[config.mk]
export PLATFORM = sky130hd
export DESIGN_NAME = ucpd_rx_top
export DESIGN_NICKNAME = d
export VERILOG_FILES = /design/src/logic/ucpd_line_pkg.sv /design/src/logic/ucpd_rx_pkg.sv /design/src/logic/symbol_shifter.sv /design/src/logic/rx_phase_ctrl.sv /design/src/logic/ordset_detector.sv /design/src/logic/nibble_decoder.sv /design/src/logic/rx_data_reg.sv /design/src/logic/ucpd_rx_top.sv
export SDC_FILE = /design/constraint.sdc
export NUM_CORES = 1
export LEC_CHECK = 0
export BUFFER_PORTS_ARGS = -buffer_cell sky130_fd_sc_hd__buf_2
export CAP_MARGIN = 20
export CORE_MARGIN = 10
export CORE_UTILIZATION = 40
export CTS_CLUSTER_DIAMETER = 30
export DETAILED_ROUTE_END_ITERATION = 10
export PLACE_DENSITY_LB_ADDON = 0.12
export SLEW_MARGIN = 40
export SYNTH_ARGS = -nofsm -noshare
export SYNTH_HDL_FRONTEND = slang
export SYNTH_SLANG_ARGS = --single-unit
[constraint.sdc]
create_clock -name ucpd_clk -period 2.98 [get_ports ucpd_clk]
set_clock_uncertainty 0.1 [all_clocks]
set_input_delay 0 -clock ucpd_clk [delete_from_list [all_inputs] [get_ports ucpd_clk]]
set_output_delay 0 -clock ucpd_clk [all_outputs]
set_load 0.005 [all_outputs]
[src/logic/ucpd_line_pkg.sv]
package ucpd_line_pkg;

  // ---------------------------------------------------------------------
  // line symbol geometry
  // ---------------------------------------------------------------------
  localparam int sym_w = 5;  // bits per 4b5b symbol

  // bit 0 of each code is the first bit taken from the line
  localparam logic [sym_w-1:0] sync_1 = 5'b11000;  // startsynch #1
  localparam logic [sym_w-1:0] sync_2 = 5'b10001;  // startsynch #2
  localparam logic [sym_w-1:0] sync_3 = 5'b00110;  // startsynch #3
  localparam logic [sym_w-1:0] rst_1  = 5'b00111;  // hard reset #1
  localparam logic [sym_w-1:0] rst_2  = 5'b11001;  // hard reset #2
  localparam logic [sym_w-1:0] eop_k  = 5'b01101;  // end of packet

  // ---------------------------------------------------------------------
  // named k-codes
  // ---------------------------------------------------------------------
  typedef enum logic [sym_w-1:0] {
    k_sync_1 = sync_1,
    k_sync_2 = sync_2,
    k_sync_3 = sync_3,
    k_rst_1  = rst_1,
    k_rst_2  = rst_2,
    k_eop    = eop_k
  } k_code_e;

  // one received symbol, read as k-code by control and
  // ordered-set logic, as raw 5b code by the data decoder
  typedef union packed {
    k_code_e          kcode;  // control symbol view
    logic [sym_w-1:0] raw;    // 4b5b data view
  } sym_u;

endpackage

[src/logic/ucpd_rx_pkg.sv]
package ucpd_rx_pkg;

  // ---------------------------------------------------------------------
  // receiver sizes
  // ---------------------------------------------------------------------
  localparam int kslot_n   = 4;   // k-codes per ordered set
  localparam int paysize_w = 10;  // payload byte count width

  // detected ordered set, register encoding
  typedef enum logic [2:0] {
    sop       = 3'd0,
    sop_p     = 3'd1,
    sop_pp    = 3'd2,
    cable_rst = 3'd3
  } ordset_e;

  // ---------------------------------------------------------------------
  // reports towards software
  // ---------------------------------------------------------------------
  typedef struct packed {
    logic [2:0] kerr_num;       // 0 clean, 1..4 bad slot, 7 invalid
    logic       three_of_four;  // set found with one corrupted k-code
    ordset_e    det;            // last detected set type
  } ordset_info_t;

  typedef struct packed {
    logic msg_end;     // eop seen, pulse
    logic ovrflow;     // byte lost, pulse
    logic hrst_det;    // hard reset set, pulse
    logic ordset_vld;  // sop type set, pulse
    logic rxne;        // rxdr holds an unread byte
  } rx_status_t;

endpackage

[src/logic/symbol_shifter.sv]
`timescale 1ns/10ps

module symbol_shifter (
  input  logic                ucpd_clk,
  input  logic                ic_rst_n,
  input  logic                rx_idle_en,
  input  logic                rx_sop_en,
  input  logic                rx_data_en,
  input  logic                rx_bit_sample,  // decode_bmc valid this cycle
  input  logic                decode_bmc,
  output ucpd_line_pkg::sym_u sym,
  output logic                sym_vld         // sym just completed
);

  logic [ucpd_line_pkg::sym_w-2:0] sh;   // first four bits with the oldest at lsb
  logic [2:0]                      cnt;  // bits in sh
  logic                            take;
  logic                            last;

  assign take = rx_bit_sample & (rx_sop_en | rx_data_en);
  assign last = (cnt == 3'(ucpd_line_pkg::sym_w - 1));

  always_ff @(posedge ucpd_clk or negedge ic_rst_n)
  begin
    if (!ic_rst_n)
    begin
      sh      <= '0;
      cnt     <= 3'd0;
      sym_vld <= 1'b0;
    end
    else if (rx_idle_en)
    begin
      sh      <= '0;
      cnt     <= 3'd0;
      sym_vld <= 1'b0;
    end
    else
    begin
      sym_vld <= take & last;
      if (take)
      begin
        sh  <= {decode_bmc, sh[ucpd_line_pkg::sym_w-2:1]};
        cnt <= last ? 3'd0 : cnt + 3'd1;  // wrap after fifth bit
      end
    end
  end

  // held until the next symbol completes
  always_ff @(posedge ucpd_clk)
  begin
    if (take & last)
      sym.raw <= {decode_bmc, sh};
  end

endmodule

[src/logic/rx_phase_ctrl.sv]
`timescale 1ns/10ps

module rx_phase_ctrl (
  input  logic                ucpd_clk,
  input  logic                ic_rst_n,
  input  logic                rx_idle_en,
  input  logic                rx_sop_en,
  input  logic                rx_data_en,
  input  ucpd_line_pkg::sym_u sym,
  input  logic                sym_vld,
  output logic                kslot_wr,     // store sym into a k-code slot
  output logic [1:0]          kslot_idx,
  output logic                ordset_eval,  // all slots filled, check set
  output logic                nib_wr,       // data symbol to the decoder
  output logic                nib_hi,       // 0 low nibble, 1 high nibble
  output logic                sop_start,    // rising edge of rx_sop_en
  output logic                msg_end
);

  logic       sop_d;   // phase when the symbol's last bit came in
  logic       data_d;
  logic [2:0] kcnt;    // slots filled so far, stops at kslot_n
  logic       hi_q;    // next data symbol is a high nibble
  logic       is_eop;

  // ---------------------------------------------------------------------
  // per-symbol strobes, all in the sym_vld cycle
  // ---------------------------------------------------------------------
  assign is_eop    = (sym.kcode == ucpd_line_pkg::k_eop);
  assign sop_start = rx_sop_en & ~sop_d;
  assign kslot_wr  = sym_vld & sop_d & (kcnt < 3'(ucpd_rx_pkg::kslot_n));
  assign kslot_idx = kcnt[1:0];
  assign nib_wr    = sym_vld & data_d & ~is_eop;  // eop is not data
  assign nib_hi    = hi_q;

  // phase delay, sym_vld trails the last bit by one cycle
  always_ff @(posedge ucpd_clk or negedge ic_rst_n)
  begin
    if (!ic_rst_n)
    begin
      sop_d  <= 1'b0;
      data_d <= 1'b0;
    end
    else
    begin
      sop_d  <= rx_sop_en;
      data_d <= rx_data_en;
    end
  end

  // ---------------------------------------------------------------------
  // slot counter, nibble order, end of packet
  // ---------------------------------------------------------------------
  always_ff @(posedge ucpd_clk or negedge ic_rst_n)
  begin
    if (!ic_rst_n)
    begin
      kcnt        <= 3'd0;
      hi_q        <= 1'b0;
      ordset_eval <= 1'b0;
      msg_end     <= 1'b0;
    end
    else if (rx_idle_en)
    begin
      kcnt        <= 3'd0;  // ready for the next packet
      hi_q        <= 1'b0;
      ordset_eval <= 1'b0;
      msg_end     <= 1'b0;
    end
    else
    begin
      if (kslot_wr)
        kcnt <= kcnt + 3'd1;
      if (nib_wr)
        hi_q <= ~hi_q;  // low nibble first
      ordset_eval <= kslot_wr & (kslot_idx == 2'(ucpd_rx_pkg::kslot_n - 1));
      msg_end     <= sym_vld & data_d & is_eop;
    end
  end

endmodule

[src/logic/ordset_detector.sv]
`timescale 1ns/10ps

module ordset_detector (
  input  logic                      ucpd_clk,
  input  logic                      ic_rst_n,
  input  logic                      rx_idle_en,
  input  ucpd_line_pkg::sym_u       sym,
  input  logic                      kslot_wr,
  input  logic [1:0]                kslot_idx,
  input  logic                      ordset_eval,
  output ucpd_rx_pkg::ordset_info_t rx_ordset,
  output logic                      ordset_vld,
  output logic                      hrst_det
);

  ucpd_line_pkg::k_code_e slot [ucpd_rx_pkg::kslot_n];  // slot 0 is first k-code
  logic [ucpd_rx_pkg::kslot_n-1:0] good_q;  // slot holds sync or rst code
  logic m_sop;     // per-type three-of-four hits
  logic m_sop_p;
  logic m_sop_pp;
  logic m_hrst;
  logic m_crst;
  logic eval_d;    // match stage valid
  logic os_hit;
  logic [2:0] kerr_nxt;
  ucpd_rx_pkg::ordset_e det_nxt;

  function automatic logic is_kcode(input ucpd_line_pkg::k_code_e k);
    case (k)
      ucpd_line_pkg::k_sync_1, ucpd_line_pkg::k_sync_2, ucpd_line_pkg::k_sync_3,
      ucpd_line_pkg::k_rst_1, ucpd_line_pkg::k_rst_2:
        is_kcode = 1'b1;
      default:
        is_kcode = 1'b0;  // eop or corrupted symbol
    endcase
  endfunction

  // any three positions equal to the pattern
  function automatic logic match3(input ucpd_line_pkg::k_code_e p0,
                                  input ucpd_line_pkg::k_code_e p1,
                                  input ucpd_line_pkg::k_code_e p2,
                                  input ucpd_line_pkg::k_code_e p3);
    logic [3:0] hit;
    hit    = {slot[3] == p3, slot[2] == p2, slot[1] == p1, slot[0] == p0};
    match3 = ($countones(hit) >= 3);
  endfunction

  // ---------------------------------------------------------------------
  // k-code slots
  // ---------------------------------------------------------------------
  always_ff @(posedge ucpd_clk or negedge ic_rst_n)
  begin
    if (!ic_rst_n)
    begin
      for (int i = 0; i < ucpd_rx_pkg::kslot_n; i++)
        slot[i] <= ucpd_line_pkg::k_code_e'('0);
    end
    else if (rx_idle_en)
    begin
      for (int i = 0; i < ucpd_rx_pkg::kslot_n; i++)
        slot[i] <= ucpd_line_pkg::k_code_e'('0);
    end
    else if (kslot_wr)
      slot[kslot_idx] <= sym.kcode;
  end

  // ---------------------------------------------------------------------
  // stage 1, pattern match and slot check
  // ---------------------------------------------------------------------
  always_ff @(posedge ucpd_clk)
  begin
    if (ordset_eval)
    begin
      for (int i = 0; i < ucpd_rx_pkg::kslot_n; i++)
        good_q[i] <= is_kcode(slot[i]);
      m_sop    <= match3(ucpd_line_pkg::k_sync_1, ucpd_line_pkg::k_sync_1,
                         ucpd_line_pkg::k_sync_1, ucpd_line_pkg::k_sync_2);
      m_sop_p  <= match3(ucpd_line_pkg::k_sync_1, ucpd_line_pkg::k_sync_1,
                         ucpd_line_pkg::k_sync_3, ucpd_line_pkg::k_sync_3);
      m_sop_pp <= match3(ucpd_line_pkg::k_sync_1, ucpd_line_pkg::k_sync_3,
                         ucpd_line_pkg::k_sync_1, ucpd_line_pkg::k_sync_3);
      m_hrst   <= match3(ucpd_line_pkg::k_rst_1, ucpd_line_pkg::k_rst_1,
                         ucpd_line_pkg::k_rst_1, ucpd_line_pkg::k_rst_2);
      m_crst   <= match3(ucpd_line_pkg::k_rst_1, ucpd_line_pkg::k_sync_1,
                         ucpd_line_pkg::k_rst_1, ucpd_line_pkg::k_sync_3);
    end
  end

  assign os_hit = m_sop | m_sop_p | m_sop_pp | m_crst;

  always_comb
  begin
    case (good_q)
      4'b1111: kerr_nxt = 3'd0;  // clean set
      4'b1110: kerr_nxt = 3'd1;  // first k-code bad
      4'b1101: kerr_nxt = 3'd2;
      4'b1011: kerr_nxt = 3'd3;
      4'b0111: kerr_nxt = 3'd4;
      default: kerr_nxt = 3'd7;  // two or more bad
    endcase
    if (m_sop)
      det_nxt = ucpd_rx_pkg::sop;
    else if (m_sop_p)
      det_nxt = ucpd_rx_pkg::sop_p;
    else if (m_sop_pp)
      det_nxt = ucpd_rx_pkg::sop_pp;
    else
      det_nxt = ucpd_rx_pkg::cable_rst;
  end

  // ---------------------------------------------------------------------
  // stage 2, report
  // ---------------------------------------------------------------------
  always_ff @(posedge ucpd_clk or negedge ic_rst_n)
  begin
    if (!ic_rst_n)
    begin
      eval_d     <= 1'b0;
      rx_ordset  <= '0;
      ordset_vld <= 1'b0;
      hrst_det   <= 1'b0;
    end
    else
    begin
      eval_d     <= ordset_eval & ~rx_idle_en;
      ordset_vld <= eval_d & ~m_hrst & os_hit;
      hrst_det   <= eval_d & m_hrst;  // hard reset always enabled
      if (eval_d)
      begin
        rx_ordset.kerr_num      <= kerr_nxt;
        rx_ordset.three_of_four <= (kerr_nxt != 3'd0) && (kerr_nxt != 3'd7);
        if (!m_hrst && os_hit)
          rx_ordset.det <= det_nxt;
      end
    end
  end

endmodule

[src/logic/nibble_decoder.sv]
`timescale 1ns/10ps

module nibble_decoder (
  input  logic                ucpd_clk,
  input  logic                ic_rst_n,
  input  logic                rx_idle_en,
  input  ucpd_line_pkg::sym_u sym,
  input  logic                nib_wr,
  input  logic                nib_hi,
  output logic [7:0]          rx_byte,
  output logic                byte_vld   // rx_byte just assembled
);

  logic [3:0] nib;   // decoded data nibble
  logic [3:0] lo_q;  // first nibble of the byte

  // 4b5b data table, unknown codes give zero
  always_comb
  begin
    case (sym.raw)
      5'b11110: nib = 4'h0;
      5'b01001: nib = 4'h1;
      5'b10100: nib = 4'h2;
      5'b10101: nib = 4'h3;
      5'b01010: nib = 4'h4;
      5'b01011: nib = 4'h5;
      5'b01110: nib = 4'h6;
      5'b01111: nib = 4'h7;
      5'b10010: nib = 4'h8;
      5'b10011: nib = 4'h9;
      5'b10110: nib = 4'ha;
      5'b10111: nib = 4'hb;
      5'b11010: nib = 4'hc;
      5'b11011: nib = 4'hd;
      5'b11100: nib = 4'he;
      5'b11101: nib = 4'hf;
      default:  nib = 4'h0;
    endcase
  end

  always_ff @(posedge ucpd_clk or negedge ic_rst_n)
  begin
    if (!ic_rst_n)
    begin
      lo_q     <= 4'h0;
      byte_vld <= 1'b0;
    end
    else if (rx_idle_en)
    begin
      lo_q     <= 4'h0;
      byte_vld <= 1'b0;
    end
    else
    begin
      byte_vld <= nib_wr & nib_hi;
      if (nib_wr && !nib_hi)
        lo_q <= nib;
    end
  end

  always_ff @(posedge ucpd_clk)
  begin
    if (nib_wr && nib_hi)
      rx_byte <= {nib, lo_q};  // high nibble arrives second
  end

endmodule

[src/logic/rx_data_reg.sv]
`timescale 1ns/10ps

module rx_data_reg (
  input  logic                              ucpd_clk,
  input  logic                              ic_rst_n,
  input  logic                              rx_idle_en,
  input  logic                              sop_start,   // new packet, clear count
  input  logic [7:0]                        rx_byte,
  input  logic                              byte_vld,
  input  logic                              rxdr_rd,
  output logic [7:0]                        rxdr,
  output logic                              rxne,
  output logic                              ovrflow,
  output logic [ucpd_rx_pkg::paysize_w-1:0] rx_paysize
);

  logic ovr_nxt;  // byte arrives with rxdr still unread
  logic accept;   // byte goes into rxdr

  assign ovr_nxt = byte_vld & rxne & ~rxdr_rd & ~rx_idle_en;
  assign accept  = byte_vld & ~rx_idle_en & (~rxne | rxdr_rd);

  always_ff @(posedge ucpd_clk or negedge ic_rst_n)
  begin
    if (!ic_rst_n)
    begin
      rxne       <= 1'b0;
      ovrflow    <= 1'b0;
      rx_paysize <= '0;
    end
    else
    begin
      ovrflow <= ovr_nxt;  // new byte dropped
      if (rx_idle_en)
        rxne <= 1'b0;
      else if (accept)
        rxne <= 1'b1;
      else if (rxdr_rd)
        rxne <= 1'b0;
      if (sop_start)
        rx_paysize <= '0;
      else if (byte_vld)
        rx_paysize <= rx_paysize + 1'b1;  // counts dropped bytes too
    end
  end

  // old byte kept on overflow
  always_ff @(posedge ucpd_clk)
  begin
    if (accept)
      rxdr <= rx_byte;
  end

endmodule

[src/logic/ucpd_rx_top.sv]
`timescale 1ns/10ps

module ucpd_rx_top (
  input  logic                                 ucpd_clk,
  input  logic                                 ic_rst_n,
  input  logic                                 rx_bit_sample,  // one strobe per line bit
  input  logic                                 decode_bmc,     // bmc decoded bit
  input  logic                                 rx_idle_en,
  input  logic                                 rx_sop_en,
  input  logic                                 rx_data_en,
  input  logic                                 rxdr_rd,        // rxdr read pulse
  output ucpd_rx_pkg::rx_status_t              rx_status,
  output ucpd_rx_pkg::ordset_info_t            rx_ordset,
  output logic [7:0]                           rxdr,
  output logic [ucpd_rx_pkg::paysize_w-1:0]    rx_paysize
);

  ucpd_line_pkg::sym_u sym;  // last complete symbol
  logic                sym_vld;
  logic                kslot_wr;
  logic [1:0]          kslot_idx;
  logic                ordset_eval;
  logic                nib_wr;
  logic                nib_hi;
  logic                sop_start;
  logic                msg_end;
  logic                ordset_vld;
  logic                hrst_det;
  logic [7:0]          rx_byte;
  logic                byte_vld;
  logic                rxne;
  logic                ovrflow;

  // ---------------------------------------------------------------------
  // status word
  // ---------------------------------------------------------------------
  assign rx_status = '{
    msg_end    : msg_end,
    ovrflow    : ovrflow,
    hrst_det   : hrst_det,
    ordset_vld : ordset_vld,
    rxne       : rxne
  };

  rx_phase_ctrl u_ctrl (
    .ucpd_clk    (ucpd_clk),
    .ic_rst_n    (ic_rst_n),
    .rx_idle_en  (rx_idle_en),
    .rx_sop_en   (rx_sop_en),
    .rx_data_en  (rx_data_en),
    .sym         (sym),
    .sym_vld     (sym_vld),
    .kslot_wr    (kslot_wr),
    .kslot_idx   (kslot_idx),
    .ordset_eval (ordset_eval),
    .nib_wr      (nib_wr),
    .nib_hi      (nib_hi),
    .sop_start   (sop_start),
    .msg_end     (msg_end)
  );

  symbol_shifter u_shift (
    .ucpd_clk      (ucpd_clk),
    .ic_rst_n      (ic_rst_n),
    .rx_idle_en    (rx_idle_en),
    .rx_sop_en     (rx_sop_en),
    .rx_data_en    (rx_data_en),
    .rx_bit_sample (rx_bit_sample),
    .decode_bmc    (decode_bmc),
    .sym           (sym),
    .sym_vld       (sym_vld)
  );

  ordset_detector u_ordset (
    .ucpd_clk    (ucpd_clk),
    .ic_rst_n    (ic_rst_n),
    .rx_idle_en  (rx_idle_en),
    .sym         (sym),
    .kslot_wr    (kslot_wr),
    .kslot_idx   (kslot_idx),
    .ordset_eval (ordset_eval),
    .rx_ordset   (rx_ordset),
    .ordset_vld  (ordset_vld),
    .hrst_det    (hrst_det)
  );

  nibble_decoder u_nib (
    .ucpd_clk   (ucpd_clk),
    .ic_rst_n   (ic_rst_n),
    .rx_idle_en (rx_idle_en),
    .sym        (sym),
    .nib_wr     (nib_wr),
    .nib_hi     (nib_hi),
    .rx_byte    (rx_byte),
    .byte_vld   (byte_vld)
  );

  rx_data_reg u_rxdr (
    .ucpd_clk   (ucpd_clk),
    .ic_rst_n   (ic_rst_n),
    .rx_idle_en (rx_idle_en),
    .sop_start  (sop_start),
    .rx_byte    (rx_byte),
    .byte_vld   (byte_vld),
    .rxdr_rd    (rxdr_rd),
    .rxdr       (rxdr),
    .rxne       (rxne),
    .ovrflow    (ovrflow),
    .rx_paysize (rx_paysize)
  );

endmodule

Yosys cells after proc, flatten, opt, wreduce, memory -nomap -nowiden
Memories as Yosys holds them, arrays and structs flattened. A register that Yosys moved wholly into a read port is not among the register bits.
Index checks and enable logic that the tools add are counted.
{ "op_classes": {"n_addsub": 17, "n_lt_le_gt_ge": 8, "eq_ne": 29, "muxes": 34, "bitwise": 32, "reduce_logical": 19} }
{ "op_table": {"columns": ["cell", "count"], "rows": [
  ["$add 32x32->32", 5],
  ["$ge 32x3->1 const B", 5],
  ["$eq 5x5->1 const B", 12],
  ["$eq 5x3->1 const B", 8],
  ["$mux 20", 2],
  ["$mux 3", 7],
  ["$bwmux 20", 1],
  ["$mux 10", 2],
  ["$reduce_or 5->1", 4],
  ["$and 1x1->1", 19],
  ["$add 1x1->2", 9],
  ["$eq 4x4->1 const B", 4],
  ["$mux 4", 4],
  ["$pmux 3 s5", 1],
  ["$mux 1", 14],
  ["$add 10x1->10 const B", 1],
  ["$demux 5 s2", 1],
  ["$mux 5", 2],
  ["$reduce_bool 2->1", 5],
  ["$not 1->1", 7],
  ["$add 3x1->3 const B", 2],
  ["$reduce_bool 3->1", 2],
  ["$eq 5x4->1 const B", 1],
  ["$logic_and 1x1->1", 5],
  ["11 further kinds", 16]
]} }
{ "word_totals": {"word_cells": 173, "regBits": 93, "memories": 1, "rom_bits": 128, "in_bits": 8} }
{ "memory_table": {"columns": ["name", "words", "word_bits", "read_ports", "rd_ports_with_merged_regs", "write_ports", "line_no", "source"], "rows": [
  ["(name not given)", 32, 4, 1, 1, 0, "nibble_decoder.sv:20", "case (sym.raw)"]
]} }

Longest topological paths before layout
Gate-level depths: netlist (run 1).
{ "logic_depth": {"depth_word": 8, "mapped_depth": 9} }

Modules after synthesis
From an unflattened synthesis (run 1), not the netlist that was laid out.
{ "hier_totals": {"cells_unflattened": 359, "hier_area_um2": 4366.7} }
{ "modules_own_cells": {"columns": ["module", "cells_each", "n_inst", "area_per_inst_um2", "seq_area_each_um2"], "rows": [
  ["ordset_detector", 168, 1, 1964.4, 996.0],
  ["rx_data_reg", 62, 1, 817.0, 540.5],
  ["nibble_decoder", 45, 1, 610.6, 365.4],
  ["symbol_shifter", 45, 1, 555.5, 350.3],
  ["rx_phase_ctrl", 34, 1, 381.6, 200.2],
  ["ucpd_rx_top", 5, 1, 37.5, 0.0]
]} }

Least setup slack after synthesis (run 1)
No wires, ideal clock.
{ "synth_path": {"path_type": "register to register", "from": "register u_ordset.slot[3] (netlist name)", "to": "register u_ordset.m_crst (data pin)", "stages_incl_launch_ff": 8, "n_path_buf": 0, "required_time_ns": 2.626, "arrival_ns": 2.005, "setup_time_ns": 0.254, "slack_ns": 0.621, "synth_period_minus_slack_ns": 2.359, "path_cell_list": "dfrtp_1 nand4bb_1 or2_2 inv_1 ha_1 ha_1 fa_1 a21o_1"} }
{ "synth_between": {"elab_chain_len": 4} }
{ "synth_rtl": {"columns": ["item", "line_no", "source"], "rows": [
  ["from (decl)", "ordset_detector.sv:16", "ucpd_line_pkg::k_code_e slot [ucpd_rx_pkg::kslot_n];"],
  ["from (signal, indexed assignment)", "ordset_detector.sv:56", "slot[i] <= ucpd_line_pkg::k_code_e'('0);"],
  ["from (signal, indexed assignment)", "ordset_detector.sv:61", "slot[i] <= ucpd_line_pkg::k_code_e'('0);"],
  ["from (signal, indexed assignment)", "ordset_detector.sv:64", "slot[kslot_idx] <= sym.kcode;"],
  ["$eq 5x3->1", "ordset_detector.sv:44", "hit = {slot[3] == p3, slot[2] == p2, slot[1] == p1, slot[0] == p0};"],
  ["$add 1x1->2 (not written as such)", "ordset_detector.sv:45", "match3 = ($countones(hit) >= 3);"],
  ["$add 32x32->32 (not written as such)", "ordset_detector.sv:45", null],
  ["$ge 32x3->1", "ordset_detector.sv:45", null],
  ["to (signal assigned)", "ordset_detector.sv:84", "m_crst <= match3(ucpd_line_pkg::k_rst_1, ucpd_line_pkg::k_sync_1,"],
  ["to (decl)", "ordset_detector.sv:22", "logic m_crst;"]
]} }
No other way between the ends.
A chain may end at the register's enable or synchronous reset.

Worst setup path in the final report (run 1)
Ends and elaborated chain as after synthesis.

==> results of run 1 <==
==> cells by family after synthesis <==
| group | after synthesis | synth area share, % |
|---|---|---|
| buf+inv | 40 | 4.04 |
| fa+ha+maj | 25 | 7.58 |
| xor+xnor | 12 | 2.29 |
| other cells | 1 | 0.0817 |
| compound gates | 50 | 7.55 |
| mux | 42 | 9.30 |
| flops | 96 | 55.2 |
| simple gates | 123 | 14.0 |
==> layer usage <==
layer  vias up  global-route usage, %  share of wire, %
met3        13                   2.85               4.3
met1      1379                   14.9                51
met5         -                      0                 0
li1       1419                      -                 -
met4         0                   5.22               1.9
met2        37                   16.5                43
==> critical path, stage by stage, from the launching register on <==
cell	delay, ns
dfrtp_1	0.42
nand4bb_1	0.20
or2_2	0.34
inv_1	0.10
ha_1	0.24
ha_1	0.21
fa_1	0.44
a21o_1	0.20
==> registers in the layout (all words and copies together) (netlist names), 5 cells and up <==
name / flops
u_shift.sym: 5
u_nib.rx_byte: 8
u_ordset.slot: 20
u_rxdr.rxdr: 8
u_rxdr.rx_paysize: 10
u_ordset.rx_ordset: 6
==> cell type report <==
| type | instances | area (um2) | share of cell area (%) |
|---|---|---|---|
| repair buffers | 45 | 260 | 5.00 |
| well taps | 143 | 179 | 3.44 |
| flip-flops and latches | 96 | 2530 | 48.7 |
| inverters | 17 | 63.8 | 1.23 |
| clock inverters | 5 | 55.1 | 1.06 |
| clock buffers | 11 | 243 | 4.66 |
| multi-input cells | 253 | 1870 | 35.9 |
==> cells in the mapped netlist (4+ instances only) <==
master / instances
nor2_1: 54
fa_1: 5
a21oi_1: 11
buf_4: 6
inv_1: 17
o211ai_1: 5
a21o_1: 5
o21a_1: 6
xor2_1: 4
mux2i_1: 37
dfrtp_1: 62
edfxtp_1: 30
dfxtp_1: 4
clkbuf_1: 10
ha_1: 19
nand4_1: 5
nand4b_1: 4
buf_2: 4
xnor2_1: 8
nand4bb_1: 4
mux2_2: 5
o21ai_0: 8
nand2_1: 24
==> how the worst max path moves through the flow <==
stage | slack [ns] | endpoint | startpoint | cells past startpoint
3_5_place_dp | 0.51 | u_ordset.m_crst | u_ordset.slot[3] | 7
2_1_floorplan | 0.62 | u_ordset.m_crst | u_ordset.slot[3] | 7
3_3_place_gp | 0.56 | u_ordset.m_crst | u_ordset.slot[3] | 7
5_1_grt | 0.39 | u_ordset.m_crst | u_ordset.slot[3] | 7
6_report | 0.50 | u_ordset.m_crst | u_ordset.slot[3] | 7
4_1_cts | 0.51 | u_ordset.m_crst | u_ordset.slot[3] | 7
==> per-stage QoR <==
stage                     total power (W)  hold slack (ns)  area, um2  utilization, %
final                             0.00259           0.0133       5200            46.0
after global routing              0.00269           0.0372       5200            46.0
after CTS                         0.00263          0.00300       5200            46.0
after detailed placement          0.00147           -0.139       4860            42.9
after global placement            0.00147           -0.141       4860            42.9
after floorplan                   0.00143           -0.396       4590               -
==> where the power goes <==
| part | total [W] | internal [W] | leakage [nW] | switching [W] |
|---|---|---|---|---|
| Clock | 0.00114 | 0.000672 | 0.144 | 0.000472 |
| Combinational | 0.0000725 | 0.0000249 | 1.22 | 0.0000476 |
| Sequential | 0.00137 | 0.00136 | 1.15 | 0.00000857 |
| Total | 0.00259 | 0.00206 | 2.51 | 0.000528 |
==> what timing repair did <==
| action | CTS | global route |
|---|---|---|
| hold buffers | 5 | 0 |
| setup endpoints to repair | 0 | 0 |
| hold endpoints to repair | 24 | 0 |
| resized for setup | 0 | 0 |
==> metrics.cfg, run 1 <==
[floorplanning]
die_w_um=127
core_area_um2=11300
die_area_um2=16200
io_pins=38
fp-row-count=39
die_h_um=127
initial_core_util_pct=40.5

[clock_network]
cts_sinks=96
clkTransAtPathRegs_ns=0.06
max-clock-path-buffers=2
cts_root_buf=clkbuf_16
cts_tree=done
insertion_delay_ns=0.34
cts_setup_buffers=0
htree_levels=3
cts_buffers=9

[placed_design]
place_congestion=0.721
post-dp-hpwl_um=6020
dp_cells=549
io_buffers=36
post-place-ws_ns=0.508

[synthesis]
synth_top_area_share_pct=33.8
synth_flop_cell=dfrtp_1
async_reset_ff_share_pct=64.6
ys_seq_elements=96
synth_edf_count=30
synth_cells=389
postSynthAreaPerCell_um2=11.8
yosysSeqAreaShare_pct=55.2
yosysWarnings=0
ys_types=55
synth_top_area_cell=dfrtp_1
synth_area_leaders=dfrtp_1 34%, edfxtp_1 20%, mux2i_1 8.1%
syn_area_um2=4590
synth_fp_nets=421

[worst_hold_path]
hold_end=u_shift.cnt[0]
hold_depth=4
hp-class=input pin to flop
worstHoldStart=rx_bit_sample

[sta]
period_share_pct=83.4
min_period_ns=2.48
finalSetupTns_ns=0
finalMaxSlewViolations=0
grt_setup_unrepaired=no
maxSlewHeadroom_pct=58.1
setup_viol=0
worst_pin_slew_ns=0.628
setup_ws_ns=0.496
fmax_mhz=402
hold_violations=0

[finish]
layout-drive-gt1-share_pct=15.7
mostFrequentLayoutCells=62 x dfrtp_1, 54 x nor2_1, 37 x mux2i_1
nets=454
instances_no_fill=570
n_antenna_cell=0
nFillCells=1033
area_delta_synth_final_pct=13.4
final_common_cell=dfrtp_1

[status]
status=finished clean

[routing]
drt_first_pass_iters=4
wirelength_um=8490
wl_per_cell_um=14.9
postRouteAntennaNets=0
drc=0
vias=2848
drtIter0Drc=235
vias_per_cell=5.00

[setup_path]
crit_type=flop to flop
reg2reg_depth=7
path_max_fanout=6
critPathRequiredTime_ns=2.97
crit_arrival_ns=2.47
reg2reg_to=u_ordset.m_crst
worstSetupEndpointType=flop
worstSetupStartpointType=flop
r2r-start=u_ordset.slot[3]
r2r_setup_slack_ns=0.50

[power]
powerDensity_nw_per_um2=497
cellLeakagePower_nw=2.51
ir_worst_vdd_v=0.000245

[global_routing]
antenna_found_initial=0
grt_pass1_vias=2866
grt_max_degree=46
track_usage_pct=11.1
grt_pass1_wl_um=14600
overflow=0

[run]
maxCapViolCount=0

No activity file was read; power rests on OpenSTA's default activity.
==> run 2: changes to the inputs <==
==> constraint.sdc (replaced) <==
create_clock -name ucpd_clk -period 2.27 [get_ports ucpd_clk]
set_clock_uncertainty 0.1 [all_clocks]
set_input_delay 0 -clock ucpd_clk [delete_from_list [all_inputs] [get_ports ucpd_clk]]
set_output_delay 0 -clock ucpd_clk [all_outputs]
set_load 0.005 [all_outputs]
==> run 2 against run 1 <==
Register-to-register slack lost 0.49 ns. Combinational power grew 39%. Largest cell class unchanged. Die area is the same.
==> metrics.cfg, run 2 (synthesis gave the netlist of run 1 again) <==
[sta]
period_share_pct=99.9  ; +16 points
grt_setup_unrepaired=yes
fmax_mhz=441  ; +9.6%
worst_pin_slew_ns=0.688  ; +0.0602 ns
finalMaxSlewViolations=0  ; unchanged
maxSlewHeadroom_pct=54.1  ; -3.9 points
hold_violations=0  ; unchanged
min_period_ns=2.27  ; -0.218 ns
setup_viol=0  ; unchanged
finalSetupTns_ns=0  ; unchanged

[clock_network]
insertion_delay_ns=0.35  ; about the same
max-clock-path-buffers=2  ; unchanged
cts_root_buf=clkbuf_16
cts_sinks=96  ; unchanged
cts_tree=done
clkTransAtPathRegs_ns=0.06  ; about the same
htree_levels=3  ; unchanged
cts_buffers=9  ; unchanged

[placed_design]
post-dp-hpwl_um=6410  ; +6.5%
place_congestion=0.746  ; +3.4%
io_buffers=36  ; unchanged

[finish]
largest_register_ffs=20  ; unchanged
fin_util_pct=48.1  ; +2.1 points
layout-drive-gt1-share_pct=23.3  ; +7.6 points
area_delta_synth_final_pct=18.6
final_common_cell=dfrtp_1
n_antenna_cell=0  ; unchanged
nets=474  ; +4.4%
largest-register=u_ordset.slot
mostFrequentLayoutCells=62 x dfrtp_1, 52 x nor2_1, 37 x mux2i_1
reg_top3=u_ordset.slot: 20 flops, u_rxdr.rx_paysize: 10 flops

[routing]
vias=2934  ; +3.0%
wl_per_cell_um=15.2  ; +2.1%
wirelength_um=8980  ; +5.7%
vias_per_cell=4.97  ; -0.47%
drtIter0Drc=183  ; -22%
postRouteAntennaNets=0  ; unchanged
drc=0  ; unchanged
drt_first_pass_iters=4  ; unchanged

[setup_path]
path_max_fanout=4  ; -2
critPathMaxStageDelay_ns=0.43  ; about the same
crit_arrival_ns=2.27  ; -0.20 ns
cp_cell_sequence=nand4bb_4, or2_4, inv_4, ha_4, ha_2, fa_1, a21o_1
worstSetupEndpointType=flop
crit_type=flop to flop
worstSetupStartpointType=flop
slowest_stage=fa_1
crit_family=adder cells
critPathRequiredTime_ns=2.27  ; -0.70 ns
worst-path-buf-inv=1  ; unchanged

[global_routing]
grtUsageMet1_pct=15.3  ; +0.43 points
overflow=0  ; unchanged
grt_pass1_wl_um=15400  ; +5.4%
grt_pass1_vias=3009  ; +5.0%
grt_max_degree=36  ; -22%
grt-busiest-layer=met2
antenna_found_initial=0  ; unchanged
track_usage_pct=11.8  ; +0.70 points
grtUsageMet2_pct=17.9  ; +1.4 points
grt_use_met3_pct=2.85  ; unchanged

[worst_hold_path]
hp-class=input pin to flop

[power]
p_clk_share_pct=44.9  ; +0.7 points
comb_power_share_pct=2.9  ; about the same
p_sw_w=0.000741  ; +40%
ir_worst_vdd_v=0.000437  ; +79%
cellLeakagePower_nw=2.59  ; +2.9%
p_sw_share_pct=21.5  ; +1.1 points
powerDensity_nw_per_um2=634  ; +28%
p_seq_share_pct=52.1  ; -0.9 points
p_int_w=0.00271  ; +32%

[floorplanning]
core_area_um2=11300  ; unchanged
die_area_um2=16200  ; unchanged
fp-row-count=39  ; unchanged
die_w_um=127  ; unchanged
io_pins=38  ; unchanged
die_h_um=127  ; unchanged
initial_core_util_pct=40.5  ; unchanged

[status]
status=finished clean

[run]
maxCapViolCount=0  ; unchanged

## run 2: cell types whose count changed in the layout (fill, tap and decap cells not counted), sizes merged
| cell | previous run | this run |
|---|---|---|
| inv | 18 | 17 |
| buf | 40 | 60 |
| clkinvlp | 1 | 4 |
| clkinv | 2 | 1 |
| clkbuf | 11 | 10 |
## run 2: worst paths after layout
kind,startpoint,end,slack (ns),cells past startpoint
max in group asynchronous,ic_rst_n,u_shift.sh[1],1.23,3
worst max register to register,u_ordset.slot[4],u_ordset.m_crst,0.003,7
worst min register to register,u_nib.rx_byte[5],u_rxdr.rxdr[5],0.32,0
min in group asynchronous,ic_rst_n,u_rxdr.rx_paysize[1],0.13,2
worst max-delay path,u_ordset.slot[4],u_ordset.m_crst,0.003,7
worst min-delay path,rx_bit_sample,u_shift.cnt[0],0.02,4
## run 2: what timing repair did
item,4_1_cts,5_1_grt
cloned,0,0
buffers inserted,0,1
hold buffers,5,0
pin swaps,2,17
endpoints found under the hold margin,34,0
gates resized for setup,3,11
setup endpoints to repair,5,6
## run 2: tightest hold or removal path, delay by kind of cell
family / cells / cell delay [ns]
simple gates: 1 / 0.11
buf+inv: 1 / 0.11
compound gates: 2 / 0.21
## run 2: per-stage QoR
stage / area, um2 / total power [W] / hold WS, ns / setup WS [ns] / instances
CTS: 5380 / 0.00350 / 0.00222 / -0.00541 / 589
floorplan: 4590 / 0.00188 / -0.396 / 0.000956 / 389
global route: 5440 / 0.00359 / 0.0441 / -0.0813 / 590
finish: 5440 / 0.00345 / 0.0204 / 0.00312 / 590
global placement: 5000 / 0.00193 / -0.0136 / -0.0676 / 568
detailed placement: 5000 / 0.00193 / -0.0114 / -0.100 / 568
## run 2: area by class of cell
type	instances	area, um2
Multi-Input combinational cell	253	1940
Sequential cell	96	2530
Timing Repair Buffer	65	410
Inverter	17	66.3
Fill cell	1040	5880
Clock buffer	10	239
Clock inverter	6	68.8
Tap cell	143	179
## run 2: power by group through the flow
stage	clock network (W)	registers, W	logic, W
2_1_floorplan	0	0.00183	0.0000477
3_3_place_gp	0	0.00183	0.0000952
3_5_place_dp	0	0.00183	0.0000961
4_1_cts	0.00160	0.00180	0.000103
5_1_grt	0.00168	0.00180	0.000116
6_report	0.00155	0.00180	0.000101
## run 2: per-layer routing
metal  wire length [um]  vias to the layer above
met2               3970                       45
li1                   -                     1462
met4                212                        0
met5                  0                        -
met1               4390                     1416
met3                395                       11
==> run 3: changes to the inputs <==
--- a/config.mk
+++ b/config.mk
@@ -6,12 +6,12 @@
 export NUM_CORES = 1
 export LEC_CHECK = 0
 export BUFFER_PORTS_ARGS = -buffer_cell sky130_fd_sc_hd__buf_2
-export CAP_MARGIN = 20
+export CAP_MARGIN = 40
 export CORE_MARGIN = 10
 export CORE_UTILIZATION = 40
 export CTS_CLUSTER_DIAMETER = 30
 export DETAILED_ROUTE_END_ITERATION = 10
-export PLACE_DENSITY_LB_ADDON = 0.12
+export PLACE_DENSITY = 0.58
 export SLEW_MARGIN = 40
 export SYNTH_ARGS = -nofsm -noshare
 export SYNTH_HDL_FRONTEND = slang
==> constraint.sdc (replaced) <==
create_clock -name ucpd_clk -period 2.27 [get_ports ucpd_clk]
set_clock_uncertainty 0.1 [all_clocks]
set_input_delay 0 -clock ucpd_clk [delete_from_list [all_inputs] [get_ports ucpd_clk]]
set_output_delay 0 -clock ucpd_clk [all_outputs]
set_load 0.05 [all_outputs]
==> run 3 against run 2 <==
The flow now finishes with violations (negative setup slack). Setup slack worse by 0.0082 ns. Wire length is 0.47% higher. Design area increased by 2.1%. Final cell count increased by 0.68%. Via count rose by 1.4%. Combinational power up 28%. Flip-flop and latch count unchanged. Clock power is essentially flat. First-iteration DRC count shrank 10%. Critical path type unchanged. Highest routed layer unchanged.
==> metrics.cfg, run 3 (synthesis gave the netlist of run 1 again) <==
[status]
status=complete, but fails checks
violations=negative setup slack

[power]
ir_worst_vdd_v=0.000349  ; -20%
totalPowerFinal_w=0.00350  ; +1.5%
powerDensity_nw_per_um2=630  ; -0.63%
cellLeakagePower_nw=2.63  ; +1.7%

[clock_network]
cts_sinks=96  ; unchanged
cts_root_buf=clkbuf_16
insertion_delay_ns=0.34  ; about the same
clkTransAtPathRegs_ns=0.06  ; about the same
htree_levels=3  ; unchanged
cts_buffers=9  ; unchanged
cts_tree=done
max-clock-path-buffers=2  ; unchanged

[placed_design]
io_buffers=36  ; unchanged
placed_cell_area_um2=5020  ; +0.25%
post-dp-hpwl_um=6440  ; +0.49%
place_congestion=0.745  ; -0.13%

[sta]
grt_setup_unrepaired=yes
finalSetupTns_ns=-0.00510  ; -0.00510 ns
maxSlewHeadroom_pct=57.4  ; +3.3 points
worst_pin_slew_ns=0.638  ; -0.0502 ns
finalMaxSlewViolations=0  ; unchanged
fmax_mhz=440  ; -0.36%
min_period_ns=2.28  ; +0.00822 ns
period_share_pct=100  ; +0.36 points
setup_ws_ns=-0.00510  ; -0.00822 ns
setup_viol=1  ; +1
hold_violations=0  ; unchanged

[setup_path]
crit_type=flop to flop
cp_cell_sequence=nor4bb_2, nand2_1, buf_4, xor2_1, ha_4, fa_1, a21o_1
crit_arrival_ns=2.27  ; about the same
worstSetupStartpointType=flop
path_max_fanout=3  ; -1
worstSetupEndpointType=flop
cp-startpoint=u_ordset.slot[19]
slowest_stage=dfrtp_1
r2r-start=u_ordset.slot[19]
critPathMaxStageDelay_ns=0.40  ; -0.03 ns
critPathRequiredTime_ns=2.27  ; about the same

[floorplanning]
initial_core_util_pct=40.5  ; unchanged
die_h_um=127  ; unchanged
io_pins=38  ; unchanged
die_area_um2=16200  ; unchanged
die_w_um=127  ; unchanged
fp-row-count=39  ; unchanged
core_area_um2=11300  ; unchanged

[finish]
n_antenna_cell=0  ; unchanged
largest-register=u_ordset.slot
largest_register_ffs=20  ; unchanged
area_delta_synth_final_pct=21.1
fin_area_um2=5560  ; +2.1%
mostFrequentLayoutCells=59 x dfrtp_1, 50 x nor2_1, 37 x mux2i_1
layout-drive-gt1-share_pct=24.2  ; +0.90 points
nets=478  ; +0.84%
final_common_cell=dfrtp_1
reg_top3=u_ordset.slot: 20 flops, u_rxdr.rx_paysize: 10 flops

[routing]
drc=0  ; unchanged
drt_first_pass_iters=4  ; unchanged
wl_per_cell_um=15.2  ; -0.21%
postRouteAntennaNets=0  ; unchanged
vias=2976  ; +1.4%
drtIter0Drc=164  ; -10%
vias_per_cell=5.01  ; +0.75%
wirelength_um=9020  ; +0.47%

[run]
maxCapViolCount=0  ; unchanged

[global_routing]
track_usage_pct=11.4  ; -0.48 points
antenna_found_initial=0  ; unchanged
grt_pass1_wl_um=15000  ; -3.0%
grt_pass1_vias=2986  ; -0.76%
grt_max_degree=35  ; -2.8%
overflow=0  ; unchanged

[worst_hold_path]
hp-class=input pin to asynchronous set/reset pin

-- run 3: changes by cell type in the layout (fill, tap and decap cells not counted), moves of 2 or more --
cell	previous run	this run
clkbuf_1	0	2
dfrtp_2	0	3
nor2_1	52	50
dlygate4sd3_1	5	8
clkinvlp_4	4	0
dfrtp_1	62	59
nor2_4	0	3
clkinv_2	0	2
-- run 3: metal layers --
layer	vias to the layer above	global-route usage, %	share of wire [%]
met5	-	0	0
met4	0	5.83	2.2
met3	14	2.44	3.6
met2	45	17.8	46
met1	1442	14.5	48
li1	1475	-	-
-- run 3: worst paths after layout --
kind | endpoint | slack (ns) | depth (start not counted)
setup / recovery | u_ordset.m_crst | -0.005 | 7
hold / removal | u_ordset.rx_ordset[1] | 0.09 | 2
max in group asynchronous | u_nib.lo_q[1] | 1.37 | 3
setup reg to reg | u_ordset.m_crst | -0.005 | 7
hold reg to reg | u_rxdr.rxdr[4] | 0.32 | 0
min in group ucpd_clk | u_ctrl.data_d | 0.27 | 2
-- run 3: worst max-delay path: cells and delay by family, from the launching register on --
| kind | cells | cell delay (ns) |
|---|---|---|
| fa+ha+maj | 2 | 0.56 |
| simple gates | 2 | 0.43 |
| flops | 1 | 0.40 |
| xor+xnor | 1 | 0.20 |
| compound gates | 1 | 0.18 |
| buf+inv | 1 | 0.16 |
-- run 3: layout make-up --
cell class / count / area [um2]
Fill cell: 995 / 5770
Sequential cell: 96 / 2540
Multi-Input combinational cell: 253 / 2000
Timing Repair Buffer: 69 / 460
Clock buffer: 13 / 272
Tap cell: 143 / 179
Inverter: 17 / 66.3
Clock inverter: 3 / 40.0
-- run 3: metrics by stage --
step / hold slack [ns] / instances / setup WS [ns] / utilization, %
2_1_floorplan: -0.396 / 389 / 0.000956 / -
3_3_place_gp: -0.0728 / 568 / -0.0469 / 44.3
3_5_place_dp: -0.0613 / 568 / -0.0671 / 44.3
4_1_cts: 0.109 / 592 / 0.00308 / 48.0
5_1_grt: 0.132 / 594 / -0.0685 / 49.1
6_report: 0.0932 / 594 / -0.00510 / 49.1
-- run 3: repair_timing --
item	CTS	global route
resized for setup	4	21
setup endpoints to repair	5	6
buffers inserted	0	2
gates cloned	0	0
hold buffers	8	0
pin swaps	2	14
endpoints found under the hold margin	34	0
-- run 3: report_power, final --
part	switching [W]	internal (W)
sequential	0.0000111	0.00179
clock	0.000624	0.000948
combinational	0.0000889	0.0000397
